--- src/hdl/mic_pkg.sv ---
// ----------------------------------------------------------------------
// mic capture package: sample type, channel tag and I2S frame constants
// ----------------------------------------------------------------------
package mic_pkg;

   // PCM width of the MEMS microphone
   localparam int sample_w = 16;

   // sck periods per channel slot
   localparam int slot_bits = 32;

   // one frame is a left slot followed by a right slot
   localparam int frame_bits = 2 * slot_bits;
   localparam int bit_cnt_w  = $clog2(frame_bits);

   // slot bit 0 is the one-bit I2S delay
   localparam int pcm_first_bit = 1;
   localparam int pcm_last_bit  = sample_w;   // MSB first, LSB lands here

   // ws low selects left, ws high selects right
   typedef enum logic
   {
      chan_left  = 1'b0,
      chan_right = 1'b1
   } mic_chan_e;

   // one captured PCM word with the slot it came from
   typedef struct packed
   {
      mic_chan_e           chan;
      logic [sample_w-1:0] pcm;
   } mic_sample_t;

endpackage
--- src/hdl/mic_capture_top.sv ---
// ----------------------------------------------------------------------
// microphone capture top: I2S receiver feeding the sample FIFO
// ----------------------------------------------------------------------
module mic_capture_top import mic_pkg::*;
#(
   parameter int clk_div = 4,   // half sck period in mclk cycles
   parameter int adr_w   = 4    // 16 entry FIFO
)
(
   input  logic        mclk,
   input  logic        reset,
   input  logic        mic_sd,
   input  logic        lr,
   input  logic        stereo,
   input  logic        rd,
   output logic        mic_sck,
   output logic        mic_ws,
   output mic_sample_t rd_data,
   output logic        empty,
   output logic        full,
   output logic        overrun
);

   mic_sample_t sample;
   logic        sample_valid;   // no back-pressure toward the receiver

   i2s_mic_rx
   #(
      .clk_div (clk_div)
   )
   u_rx
   (
      .mclk         (mclk),
      .reset        (reset),
      .mic_sd       (mic_sd),
      .lr           (lr),
      .stereo       (stereo),
      .mic_sck      (mic_sck),
      .mic_ws       (mic_ws),
      .sample       (sample),
      .sample_valid (sample_valid)
   );

   sample_fifo
   #(
      .adr_w     (adr_w),
      .payload_t (mic_sample_t)
   )
   u_fifo
   (
      .mclk    (mclk),
      .reset   (reset),
      .wr      (sample_valid),
      .wr_data (sample),
      .rd      (rd),
      .rd_data (rd_data),
      .empty   (empty),
      .full    (full),
      .overrun (overrun)
   );

endmodule

--- src/hdl/sample_fifo.sv ---
// ----------------------------------------------------------------------
// circular sample FIFO with show-ahead read and sticky overrun flag
// ----------------------------------------------------------------------
module sample_fifo
#(
   parameter int  adr_w     = 4,
   parameter type payload_t = logic [15:0]
)
(
   input  logic     mclk,
   input  logic     reset,
   input  logic     wr,
   input  payload_t wr_data,
   input  logic     rd,
   output payload_t rd_data,
   output logic     empty,
   output logic     full,
   output logic     overrun
);

   localparam int depth = 1 << adr_w;

   payload_t         mem [0:depth-1];
   logic [adr_w-1:0] wr_ptr;
   logic [adr_w-1:0] rd_ptr;
   logic [adr_w:0]   count;   // top bit set only when full
   logic             do_wr;
   logic             do_rd;

   assign empty = (count == '0);
   assign full  = count[adr_w];

   // a pop frees a slot in the same cycle
   assign do_rd = rd && !empty;
   assign do_wr = wr && (!full || do_rd);

   // head of queue always visible
   assign rd_data = mem[rd_ptr];

   always_ff @(posedge mclk)
   begin
      if (do_wr)
         mem[wr_ptr] <= wr_data;
   end

   always_ff @(posedge mclk)
   begin
      if (reset)
      begin
         wr_ptr <= '0;
         rd_ptr <= '0;
         count  <= '0;
      end
      else
      begin
         if (do_wr)
            wr_ptr <= wr_ptr + 1'b1;   // wraps around the array
         if (do_rd)
            rd_ptr <= rd_ptr + 1'b1;
         case ({do_wr, do_rd})
            2'b10:   count <= count + 1'b1;
            2'b01:   count <= count - 1'b1;
            default: count <= count;   // idle or push with pop
         endcase
      end
   end

   // a dropped write sets it until reset
   always_ff @(posedge mclk)
   begin
      if (reset)
         overrun <= 1'b0;
      else if (wr && !do_wr)
         overrun <= 1'b1;
   end

   // no slot is overwritten while full without a pop
   a_no_wr_full : assert property (@(posedge mclk) disable iff (reset)
      (full && !rd) |=> $stable(wr_ptr));

   // count never passes depth so full and empty stay apart
   a_count_range : assert property (@(posedge mclk) disable iff (reset)
      count <= (adr_w+1)'(depth));

endmodule

--- src/hdl/i2s_mic_rx.sv ---
// ----------------------------------------------------------------------
// I2S microphone receiver: sck and ws generation, serial to parallel
// ----------------------------------------------------------------------
module i2s_mic_rx import mic_pkg::*;
#(
   parameter int clk_div = 4   // mclk cycles per half sck period
)
(
   input  logic        mclk,
   input  logic        reset,
   input  logic        mic_sd,
   input  logic        lr,
   input  logic        stereo,
   output logic        mic_sck,
   output logic        mic_ws,
   output mic_sample_t sample,
   output logic        sample_valid
);

   localparam int div_w  = $clog2(clk_div);
   localparam int slot_w = $clog2(slot_bits);

   logic [div_w-1:0]     div_cnt;
   logic                 sck_q;
   logic                 tick;
   logic                 rise_tick;
   logic                 fall_tick;
   logic [bit_cnt_w-1:0] bit_cnt;
   logic [slot_w-1:0]    slot_pos;
   logic                 slot_right;
   logic                 frame_start;
   logic                 lr_q;
   logic                 stereo_q;
   logic                 pcm_bit;
   logic                 last_bit;
   logic                 wanted;
   logic [sample_w-1:0]  shreg;
   logic                 take;

   // sck divider
   assign tick      = (div_cnt == div_w'(clk_div - 1));
   assign rise_tick = tick && !sck_q;   // sck goes high at this edge
   assign fall_tick = tick && sck_q;

   always_ff @(posedge mclk)
   begin
      if (reset)
      begin
         div_cnt <= '0;
         sck_q   <= 1'b0;
      end
      else if (tick)
      begin
         div_cnt <= '0;
         sck_q   <= ~sck_q;
      end
      else
      begin
         div_cnt <= div_cnt + 1'b1;
      end
   end

   // frame position, advances on falling sck only
   always_ff @(posedge mclk)
   begin
      if (reset)
         bit_cnt <= '0;                  // new left slot
      else if (fall_tick)
         bit_cnt <= bit_cnt + 1'b1;      // wraps into next frame
   end

   assign slot_right  = bit_cnt[bit_cnt_w-1];
   assign slot_pos    = bit_cnt[slot_w-1:0];
   assign frame_start = fall_tick && (bit_cnt == '1);   // ws falls into left

   // mode pins are held for a whole frame
   always_ff @(posedge mclk)
   begin
      if (reset || frame_start)
      begin
         lr_q     <= lr;
         stereo_q <= stereo;
      end
   end

   assign pcm_bit  = (slot_pos >= slot_w'(pcm_first_bit)) &&
                     (slot_pos <= slot_w'(pcm_last_bit));
   assign last_bit = (slot_pos == slot_w'(pcm_last_bit));
   assign wanted   = stereo_q || (slot_right == lr_q);

   // sample mic_sd as sck rises
   always_ff @(posedge mclk)
   begin
      if (rise_tick && pcm_bit)
         shreg <= {shreg[sample_w-2:0], mic_sd};
   end

   // take marks the cycle after the LSB was shifted in
   always_ff @(posedge mclk)
   begin
      if (reset)
      begin
         take         <= 1'b0;
         sample_valid <= 1'b0;
      end
      else
      begin
         take         <= rise_tick && last_bit && wanted;
         sample_valid <= take;
      end
   end

   // slot cannot have moved yet since clk_div >= 2
   always_ff @(posedge mclk)
   begin
      if (take)
      begin
         sample.chan <= mic_chan_e'(slot_right);
         sample.pcm  <= shreg;
      end
   end

   assign mic_sck = sck_q;
   assign mic_ws  = slot_right;

   // one write strobe per wanted slot
   a_valid_pulse : assert property (@(posedge mclk) disable iff (reset)
      sample_valid |=> !sample_valid);

   // I2S framing rule seen by the microphone
   a_ws_on_low_sck : assert property (@(posedge mclk) disable iff (reset)
      $changed(mic_ws) |-> !mic_sck);

endmodule

--- config.mk ---
export PLATFORM = sky130hd
export DESIGN_NAME = mic_capture_top
export DESIGN_NICKNAME = d
export VERILOG_FILES = /design/src/hdl/mic_pkg.sv /design/src/hdl/mic_capture_top.sv /design/src/hdl/sample_fifo.sv /design/src/hdl/i2s_mic_rx.sv
export SDC_FILE = /design/constraint.sdc
export NUM_CORES = 1
export LEC_CHECK = 0
export ABC_AREA = 1
export CAP_MARGIN = 20
export CORE_UTILIZATION = 45
export CTS_CLUSTER_SIZE = 8
export DETAILED_ROUTE_END_ITERATION = 8
export DONT_BUFFER_PORTS = 1
export GPL_TIMING_DRIVEN = 0
export PLACE_DENSITY = 0.69
export SETUP_SLACK_MARGIN = 0.5
export SLEW_MARGIN = 15
export SYNTH_ARGS = -nofsm -noshare
export SYNTH_HDL_FRONTEND = slang
export SYNTH_SLANG_ARGS = --single-unit
--- constraint.sdc ---
create_clock -name mclk -period 1.9 [get_ports mclk]
set_input_delay 0.095 -clock mclk [delete_from_list [all_inputs] [get_ports mclk]]
set_output_delay 0.095 -clock mclk [all_outputs]
set_load 0.1 [all_outputs]
# Word-level counts from Yosys, hierarchy flattened
# Memory sizes are Yosys's and may differ from the RTL's. A register that Yosys moved wholly into a read port is not among the register bits.
# Index checks and enable logic that the tools add are counted.
[classes] n_eq_ne=6 addsub=6 mul=0 n_reduce_logical=20 bitwise_logic=1 div_mod_pow=0 muxes=5 n_lt_le_gt_ge=2 shifts=0
[ops] operator="$logic_and 1x1->1" n=10
[ops] operator="$pmux 5 s2" n=1
[ops] operator="$add 4x1->4 const B" n=2
[ops] operator="$mux 4" n=2
[ops] operator="$add 6x1->6 const B" n=1
[ops] operator="$eq 6x6->1 const B" n=1
[ops] operator="$add 5x1->5 const B" n=1
[ops] operator="$eq 5x5->1 const B" n=1
[ops] operator="$ge 5x1->1 const B" n=1
[ops] operator="$le 5x5->1 const B" n=1
[ops] operator="$logic_not 5->1" n=1
[ops] operator="$sub 5x1->5 const B" n=1
[ops] operator="$eq 2x2->1 const B" n=2
[ops] operator="$logic_not 1->1" n=4
[ops] operator="$logic_or 1x1->1" n=3
[ops] operator="$add 2x1->2 const B" n=1
[ops] operator="$eq 2x1->1 const B" n=1
[ops] operator="$mux 1" n=2
[ops] operator="$reduce_bool 2->1" n=1
[ops] operator="$reduce_or 2->1" n=1
[ops] operator="$eq 1x1->1" n=1
[ops] operator="$not 1->1" n=1
[word_totals] wordCells=55 ram_bits=272 romBits=0 register_bits=60 mem_count=1 latch_bits=0 out_inout_bits=22
[mem_list] name="u_fifo.mem" depth=16 word_bits=17 rd=1 rd_ports_with_merged_regs=1 wr=1 line="sample_fifo.sv:23" text="payload_t mem [0:depth-1];"

# Longest topological paths before layout
# Gate-level depths: netlist (run 1).
[depth] depth_word=7 depth_mapped=14 depth_no_buf=14

# Hierarchy
# From an unflattened synthesis (run 1), not the netlist that was laid out.
[hier_totals] hier_cells=973 hier_area_um2=13586.8
[modules_own_cells] module="sample_fifo" seq_area_each_um2=8528.2 cells_per_inst=861 area_per_inst_um2=11975.2 n_inst=1
[modules_own_cells] module="i2s_mic_rx" seq_area_each_um2=1271.2 cells_per_inst=112 area_per_inst_um2=1611.5 n_inst=1

# Least setup slack after synthesis (run 1)
# No wires, ideal clock.
[synth_path] kind="reg2reg" start="register u_fifo.count[4]" end="register u_fifo.count[4]" t_arrival_ps=2464 path_stages_with_launch=13 slack_ps=-684 required_ps=1780 setup_time_ps=120 cell_sequence="dfxtp_1 -> a21oi_1 -> inv_1 -> ha_1 -> xor2_1 -> ha_1 -> inv_1 -> nand2_1 -> nand2_1 -> nand3_1 -> nand2_1 -> nor2_1 -> nor2_1"
[synth_between] elab_chain_cells=7
[synth_rtl] element="from (decl)" line="sample_fifo.sv:26" text="logic [adr_w:0] count;"
[synth_rtl] element="from (signal assigned)" line="sample_fifo.sv:61" text="2'b10: count <= count + 1'b1;"
[synth_rtl] element="from (signal assigned)" line="sample_fifo.sv:62" text="2'b01: count <= count - 1'b1;"
[synth_rtl] element="from (signal assigned)" line="sample_fifo.sv:63" text="default: count <= count;"
[synth_rtl] element="$logic_not 5->1" line="sample_fifo.sv:30" text="assign empty = (count == '0);"
[synth_rtl] element="$logic_not 1->1" line="sample_fifo.sv:34" text="assign do_rd = rd && !empty;"
[synth_rtl] element="$logic_and 1x1->1" line="sample_fifo.sv:34"
[synth_rtl] element="$logic_or 1x1->1" line="sample_fifo.sv:35" text="assign do_wr = wr && (!full || do_rd);"
[synth_rtl] element="$logic_and 1x1->1" line="sample_fifo.sv:35"
[synth_rtl] element="$eq 2x1->1 / $eq 2x2->1 (equally long branches)" line="sample_fifo.sv:60" text="case ({do_wr, do_rd})"
[synth_rtl] element="$pmux 5 s2 / $reduce_bool 2->1 (equally long branches)"
# Parallel ways exist; a longest one is shown, timed or not.
# A chain may end at the register's enable or synchronous reset.

==> results of run 1 <==
cell type report:
class | count | area share
Inverter | 99 | 0.0223
Sequential cell | 336 | 0.575
Tap cell | 384 | 0.0281
Clock buffer | 59 | 0.0740
Timing Repair Buffer | 64 | 0.0602
Multi-Input combinational cell | 463 | 0.212
Buffer | 50 | 0.0283
path summary, 6_finish.rpt:
check	to	startpoint	slack, ns	depth (start not counted)
max	rd_data[14]	flop	-0.56	9
min	u_fifo.count[3]	rd	0.11	7
max reg2reg	u_fifo.count[4]	u_fifo.count[4]	-0.15	13
min reg2reg	u_rx.div_cnt[0]	u_rx.div_cnt[0]	0.42	1
state kept, by name, summed over array words and instances, names as in the netlist, named ones only:
signal	cells
u_rx.lr_q	1
u_rx.take	1
u_rx.shreg	16
u_rx.sample	17
u_rx.mic_sck	1
u_fifo.rd_ptr	4
u_fifo.mem	272
u_rx.sample_valid	1
u_fifo.wr_ptr	4
u_fifo.overrun	1
u_rx.stereo_q	1
u_rx.div_cnt	2
u_rx.bit_cnt	6
u_fifo.count	5
worst max-delay path: stages (launching register included):
cell and delay [ns]:
dfxtp_2 0.32, buf_8 0.14, buf_12 0.15, clkbuf_16 0.17, buf_12 0.15, a21oi_1 0.18
o21ai_1 0.12, o211ai_1 0.12, o211ai_1 0.18, nand2_4 0.29
where the power goes:
group	switching [mW]	total [mW]	internal (mW)
sequential	0.244	8.32	8.08
combinational	5.53	8.27	2.74
clock	2.82	7.37	4.55
total	8.60	24.0	15.4
Yosys cell counts:
cell      count
edfxtp_1    307
inv_1        97
o21ai_0      81
a21oi_1      76
mux2i_1      68
o211ai_1     68
nor2_1       45
nand2_1      44
nand3_1      32
dfxtp_1      29
clkbuf_1     23
ha_1         12
o21ai_1      11
buf_2        10
a21oi_2       8
buf_6         5
nor3_1        5
xor2_1        5
buf_1         4
buf_4         4
buf_12        3
nor4_1        2
xnor2_1       2
a31o_2        1
buf_8         1
clkinv_1      1
inv_2         1
nand4_1       1
nor3b_1       1
o21a_1        1
metrics by stage:
step	std cells	setup WS, ns	TNS [ns]
final	1455	-0.555	-12.13
after global routing	1455	-0.643	-15.03
after CTS	1435	-0.537	-8.77
after detailed placement	1332	-0.719	-64.16
after global placement	1332	-0.728	-58.25
after floorplan	948	0.0197	0
cell families (layout without fill, tap and decap cells):
logic type / after synthesis / after routing / synth area share
AOI/OAI and AO/OA: 246 / 246 / 0.108
buffers and inverters: 149 / 272 / 0.0512
and+or+nand+nor: 130 / 130 / 0.0408
muxes: 68 / 68 / 0.0510
DFF: 336 / 336 / 0.734
adders and majority gates: 12 / 12 / 0.0112
xor gates and xnor gates: 7 / 7 / 0.00459
routing by layer:
metal / share of wire / vias to the layer above
met5: 0.00032 / -
met4: 0.039 / 2
met3: 0.095 / 105
met2: 0.48 / 417
met1: 0.39 / 4208
li1: - / 3713
timing repair:
item / in CTS / in global routing
setup endpoints to repair: 318 / 326
endpoints found under the hold margin: 20 / 0
gates resized for setup: 135 / 98
hold buffers: 5 / 0
pin swaps: 58 / 49
gates cloned: 4 / 4
buffers inserted: 35 / 16
==> flow_summary.json, run 1 <==
{
  "status": "complete, but fails checks",
  "violations": "negative setup slack",
  "io_pins": 28,
  "wl_um": 34800,
  "postRouteAntennaNets": 0,
  "initial_core_util": 0.462,
  "antenna_found_initial": 1,
  "p_per_area_mw_per_mm2": 1400,
  "cts_buffers": 47,
  "fp.dieW_um": 174,
  "synth_top_area_frac": 0.690,
  "clock.fmax_mhz": 407,
  "whs_ns": 0.112,
  "ir_drop_mv": 1.35,
  "antenna_cells": 0,
  "insertion_delay_ns": 0.54,
  "final_common_cell": "edfxtp_1",
  "grt_usage": 0.224,
  "maxCapViolations": 0,
  "vias": 8445,
  "slew_viol_final": 0,
  "seq_area_mm2": 0.00981,
  "fin_ws_ns": -0.555,
  "std_cell_rows": 62,
  "fin_worst_skew_ns": 0.0165,
  "synth_sequential_area_ratio": 0.734,
  "placed_cell_area_mm2": 0.0140,
  "required_ns": 1.80,
  "fin_util": 0.590,
  "netlist_instances": 948,
  "crit_type": "flop to primary output",
  "grt_pass1_vias": 8306,
  "busiest_layer": "met2",
  "rsz0062_at_grt": "true",
  "drt_iter0_drc": 873,
  "place_congestion": 0.806,
  "post_drt_wl_per_cell_um": 23.9,
  "grt_max_degree": 19,
  "power_leakage_nw": 5.82,
  "ys_ff_latch": 336,
  "mostFrequentLayoutCells": "307 x edfxtp_1, 90 x inv_1, 68 x o211ai_1",
  "min_period_ns": 2.46,
  "multiInputGateArea_mm2": 0.00362,
  "final-setup-viol-count": 83,
  "viasPerCell": 5.80,
  "dieHeight_um": 174,
  "cts-root-buf": "clkbuf_16",
  "avgSynthCellArea_um2": 14.1,
  "tightest_slew_ns": 0.845,
  "synth_top_area_cell": "edfxtp_1",
  "layout.nets": 1079,
  "area_growth_pct": 27.8,
  "end_kind": "primary output",
  "first_pass_iters": 5,
  "yosys_warnings": 0,
  "num-fill-cells": 2069,
  "synth_area_leaders": "edfxtp_1 69%, mux2i_1 5.1%, dfxtp_1 4.3%",
  "core_area_mm2": 0.0289,
  "grt_pass1_wl_um": 50000,
  "path_clk_slew_ns": 0.05,
  "hold_viol": 0,
  "max_slew_margin": 0.436,
  "fin_crit_sh": 1.29,
  "syn-num-nets": 966,
  "htree_levels": 2,
  "cts.sinks": 336,
  "ys_types": 30,
  "syn_area_mm2": 0.0134,
  "drc": 0,
  "drive_gt1_frac": 0.250,
  "cts_max_path_buffers": 3,
  "crit_path_start_kind": "flop",
  "portBuffers": 0,
  "p_total_mw": 24.0,
  "crit_path_max_fanout": 10,
  "worstPathArrival_ns": 2.36,
  "stdcell_area_mm2": 0.0171,
  "use_met3": 0.0540,
  "grt.overflow.total": 0,
  "hold_path_class": "input pin to flop",
  "die-area_mm2": 0.0304,
  "cts_tree": "built",
  "met1_usage": 0.292,
  "hpwl_um": 19500,
  "globalRouteMet2Util": 0.356
}
(Power assumes the default switching activity.)
==> run 2: changes to the inputs <==
--- a/config.mk
+++ b/config.mk
@@ -7,12 +7,12 @@
 export LEC_CHECK = 0
 export ABC_AREA = 1
 export CAP_MARGIN = 20
-export CORE_UTILIZATION = 45
+export CORE_UTILIZATION = 35
 export CTS_CLUSTER_SIZE = 8
 export DETAILED_ROUTE_END_ITERATION = 8
 export DONT_BUFFER_PORTS = 1
 export GPL_TIMING_DRIVEN = 0
-export PLACE_DENSITY = 0.69
+export PLACE_DENSITY = 0.58
 export SETUP_SLACK_MARGIN = 0.5
 export SLEW_MARGIN = 15
 export SYNTH_ARGS = -nofsm -noshare
==> run 2 against run 1 <==
Compared with the run above:
- the flow still finishes with violations (negative setup slack)
- setup slack worse by 0.043 ns
- die area is 28% higher
- register-to-register slack better by 0.04 ns
- count of clock-buffer cells in the layout is 6 higher
- maximum frequency is 1.7% lower
- core utilization is 13 points lower
- final cell count is 10% higher
- sequential power hardly changed
- largest power group unchanged
==> flow_summary.json, run 2 (synthesis gave the netlist of run 1 again) <==
{
  "maxCapViolations": 0,
  "grt_usage": 0.175,
  "crit_path_start_kind": "flop",
  "power_leakage_nw": 5.90,
  "drt_iter0_drc": 758,
  "required_ns": 1.80,
  "antenna_cells": 0,
  "p_sw_frac": 0.356,
  "hold_path_class": "input pin to flop",
  "reg.largest.list": "u_fifo.mem x272, u_rx.sample x17, u_rx.shreg x16",
  "tightest_slew_ns": 0.912,
  "ir_drop_mv": 1.61,
  "cts_buffers": 47,
  "switchingPower_mw": 8.52,
  "end_kind": "primary output",
  "cts_tree": "built",
  "crit_path_max_fanout": 7,
  "path_clk_slew_ns": 0.05,
  "vias": 8245,
  "pwr-share-seq": 0.348,
  "p_per_area_mw_per_mm2": 1380,
  "die-area_mm2": 0.0390,
  "intPower_mw": 15.4,
  "cts.sinks": 336,
  "fin_worst_skew_ns": 0.0120,
  "status": "complete, but fails checks",
  "cts-root-buf": "clkbuf_16",
  "tns_ns": -9.63,
  "fin_crit_sh": 1.31,
  "final-setup-viol-count": 58,
  "viasPerCell": 5.13,
  "portBuffers": 0,
  "post_drt_wl_per_cell_um": 22.0,
  "wl_um": 35300,
  "first_pass_iters": 6,
  "initial_core_util": 0.356,
  "violations": "negative setup slack",
  "insertion_delay_ns": 0.53,
  "io_pins": 28,
  "drive_gt1_frac": 0.260,
  "clockPowerShare": 0.306,
  "crit_type": "flop to primary output",
  "postRouteAntennaNets": 0,
  "mostFrequentLayoutCells": "307 x edfxtp_1, 89 x inv_1, 69 x a21oi_1",
  "rsz0062_at_grt": "true",
  "grt.overflow.total": 0,
  "fin_util": 0.461,
  "grt_pass1_vias": 7668,
  "slew_viol_final": 0,
  "core_area_mm2": 0.0376,
  "grt_pass1_wl_um": 49400,
  "num-fill-cells": 3235,
  "regMostFlops": "u_fifo.mem",
  "fp.dieW_um": 197,
  "final_common_cell": "edfxtp_1",
  "timing.rr.start": "u_fifo.count[4]",
  "cts_max_path_buffers": 3,
  "hold_viol": 0,
  "dp.cells": 1459,
  "instances_no_fill": 1607,
  "p_comb_frac": 0.347,
  "dieHeight_um": 197,
  "antenna_found_initial": 0,
  "layout.nets": 1097,
  "worstPathArrival_ns": 2.40,
  "place_congestion": 0.815,
  "drc": 0,
  "area_growth_pct": 29.8,
  "largest_reg_flops": 272,
  "std_cell_rows": 71,
  "grt_max_degree": 19,
  "fin_ws_ns": -0.598,
  "worstHoldStart": "reset",
  "max_slew_margin": 0.391,
  "hpwl_um": 20100,
  "min_period_ns": 2.50,
  "clock.fmax_mhz": 400,
  "htree_levels": 2
}
-- run 2: changes by cell type in the layout (fill, tap and decap cells not counted), moves of 3 or more --
cell     delta
o21ai_0    +19
o21ai_1    -16
buf_6      +13
buf_4      +11
a21oi_1     +6
a21oi_2     -6
buf_8       -6
nand3_1     -5
nand3_2     +5
buf_2       +3
-- run 2: path summary, 6_finish.rpt --
kind / endpoint / slack, ns / depth (start not counted)
worst max register to register: u_fifo.count[4] / -0.11 / 13
worst min register to register: u_rx.sample[15] / 0.42 / 0
worst min-delay path: u_fifo.count[0] / 0.03 / 2
worst max-delay path: rd_data[11] / -0.60 / 8
-- run 2: timing repair --
item	in CTS	in global routing
endpoints found under the hold margin	15	0
hold buffers	5	0
cloned	2	5
resized for setup	132	85
endpoints found under the setup margin	318	324
pin swaps	47	62
setup buffers	41	29
-- run 2: area by class of cell --
type,count,area (µm²),area share
Sequential cell,336,9810,0.566
Multi-Input combinational cell,463,3610,0.208
Clock buffer,65,1240,0.0717
Timing Repair Buffer,82,1170,0.0673
Tap cell,511,639,0.0369
Buffer,50,474,0.0273
Inverter,99,383,0.0221
Clock inverter,1,8.76,0.000505
-- run 2: critical path, stage by stage, from the launching register on --
cell      delay [ns]
dfxtp_2         0.33
buf_6           0.15
buf_12          0.14
buf_12          0.13
buf_4           0.13
mux2i_1         0.21
o211ai_1        0.11
o211ai_1        0.33
nand2_4         0.35
-- run 2: per-layer routing --
| metal | part of all wire | vias up | GRT usage |
|---|---|---|---|
| li1 | - | 3756 | - |
| met1 | 0.43 | 4123 | 0.236 |
| met2 | 0.48 | 300 | 0.288 |
| met3 | 0.066 | 66 | 0.0311 |
| met4 | 0.023 | 0 | 0.0479 |
| met5 | 0 | - | 0 |
-- run 2: metrics by stage --
step / setup WS, ns / area [µm²] / hold WS [ns] / total power [mW]
2_1_floorplan: 0.0197 / 13600 / 0.173 / 13.5
3_3_place_gp: -0.696 / 14200 / 0.177 / 14.7
3_5_place_dp: -0.698 / 14200 / 0.183 / 14.8
4_1_cts: -0.584 / 16600 / 0.0101 / 23.2
5_1_grt: -0.663 / 17300 / 0.0552 / 24.8
6_report: -0.598 / 17300 / 0.0324 / 23.9
-- run 2: power by group through the flow --
stage / logic [mW] / clock network (mW) / registers, mW
4_1_cts: 7.52 / 7.42 / 8.28
6_report: 8.30 / 7.32 / 8.33
2_1_floorplan: 5.08 / 0 / 8.38
5_1_grt: 8.77 / 7.71 / 8.33
3_3_place_gp: 6.32 / 0 / 8.40
3_5_place_dp: 6.40 / 0 / 8.41
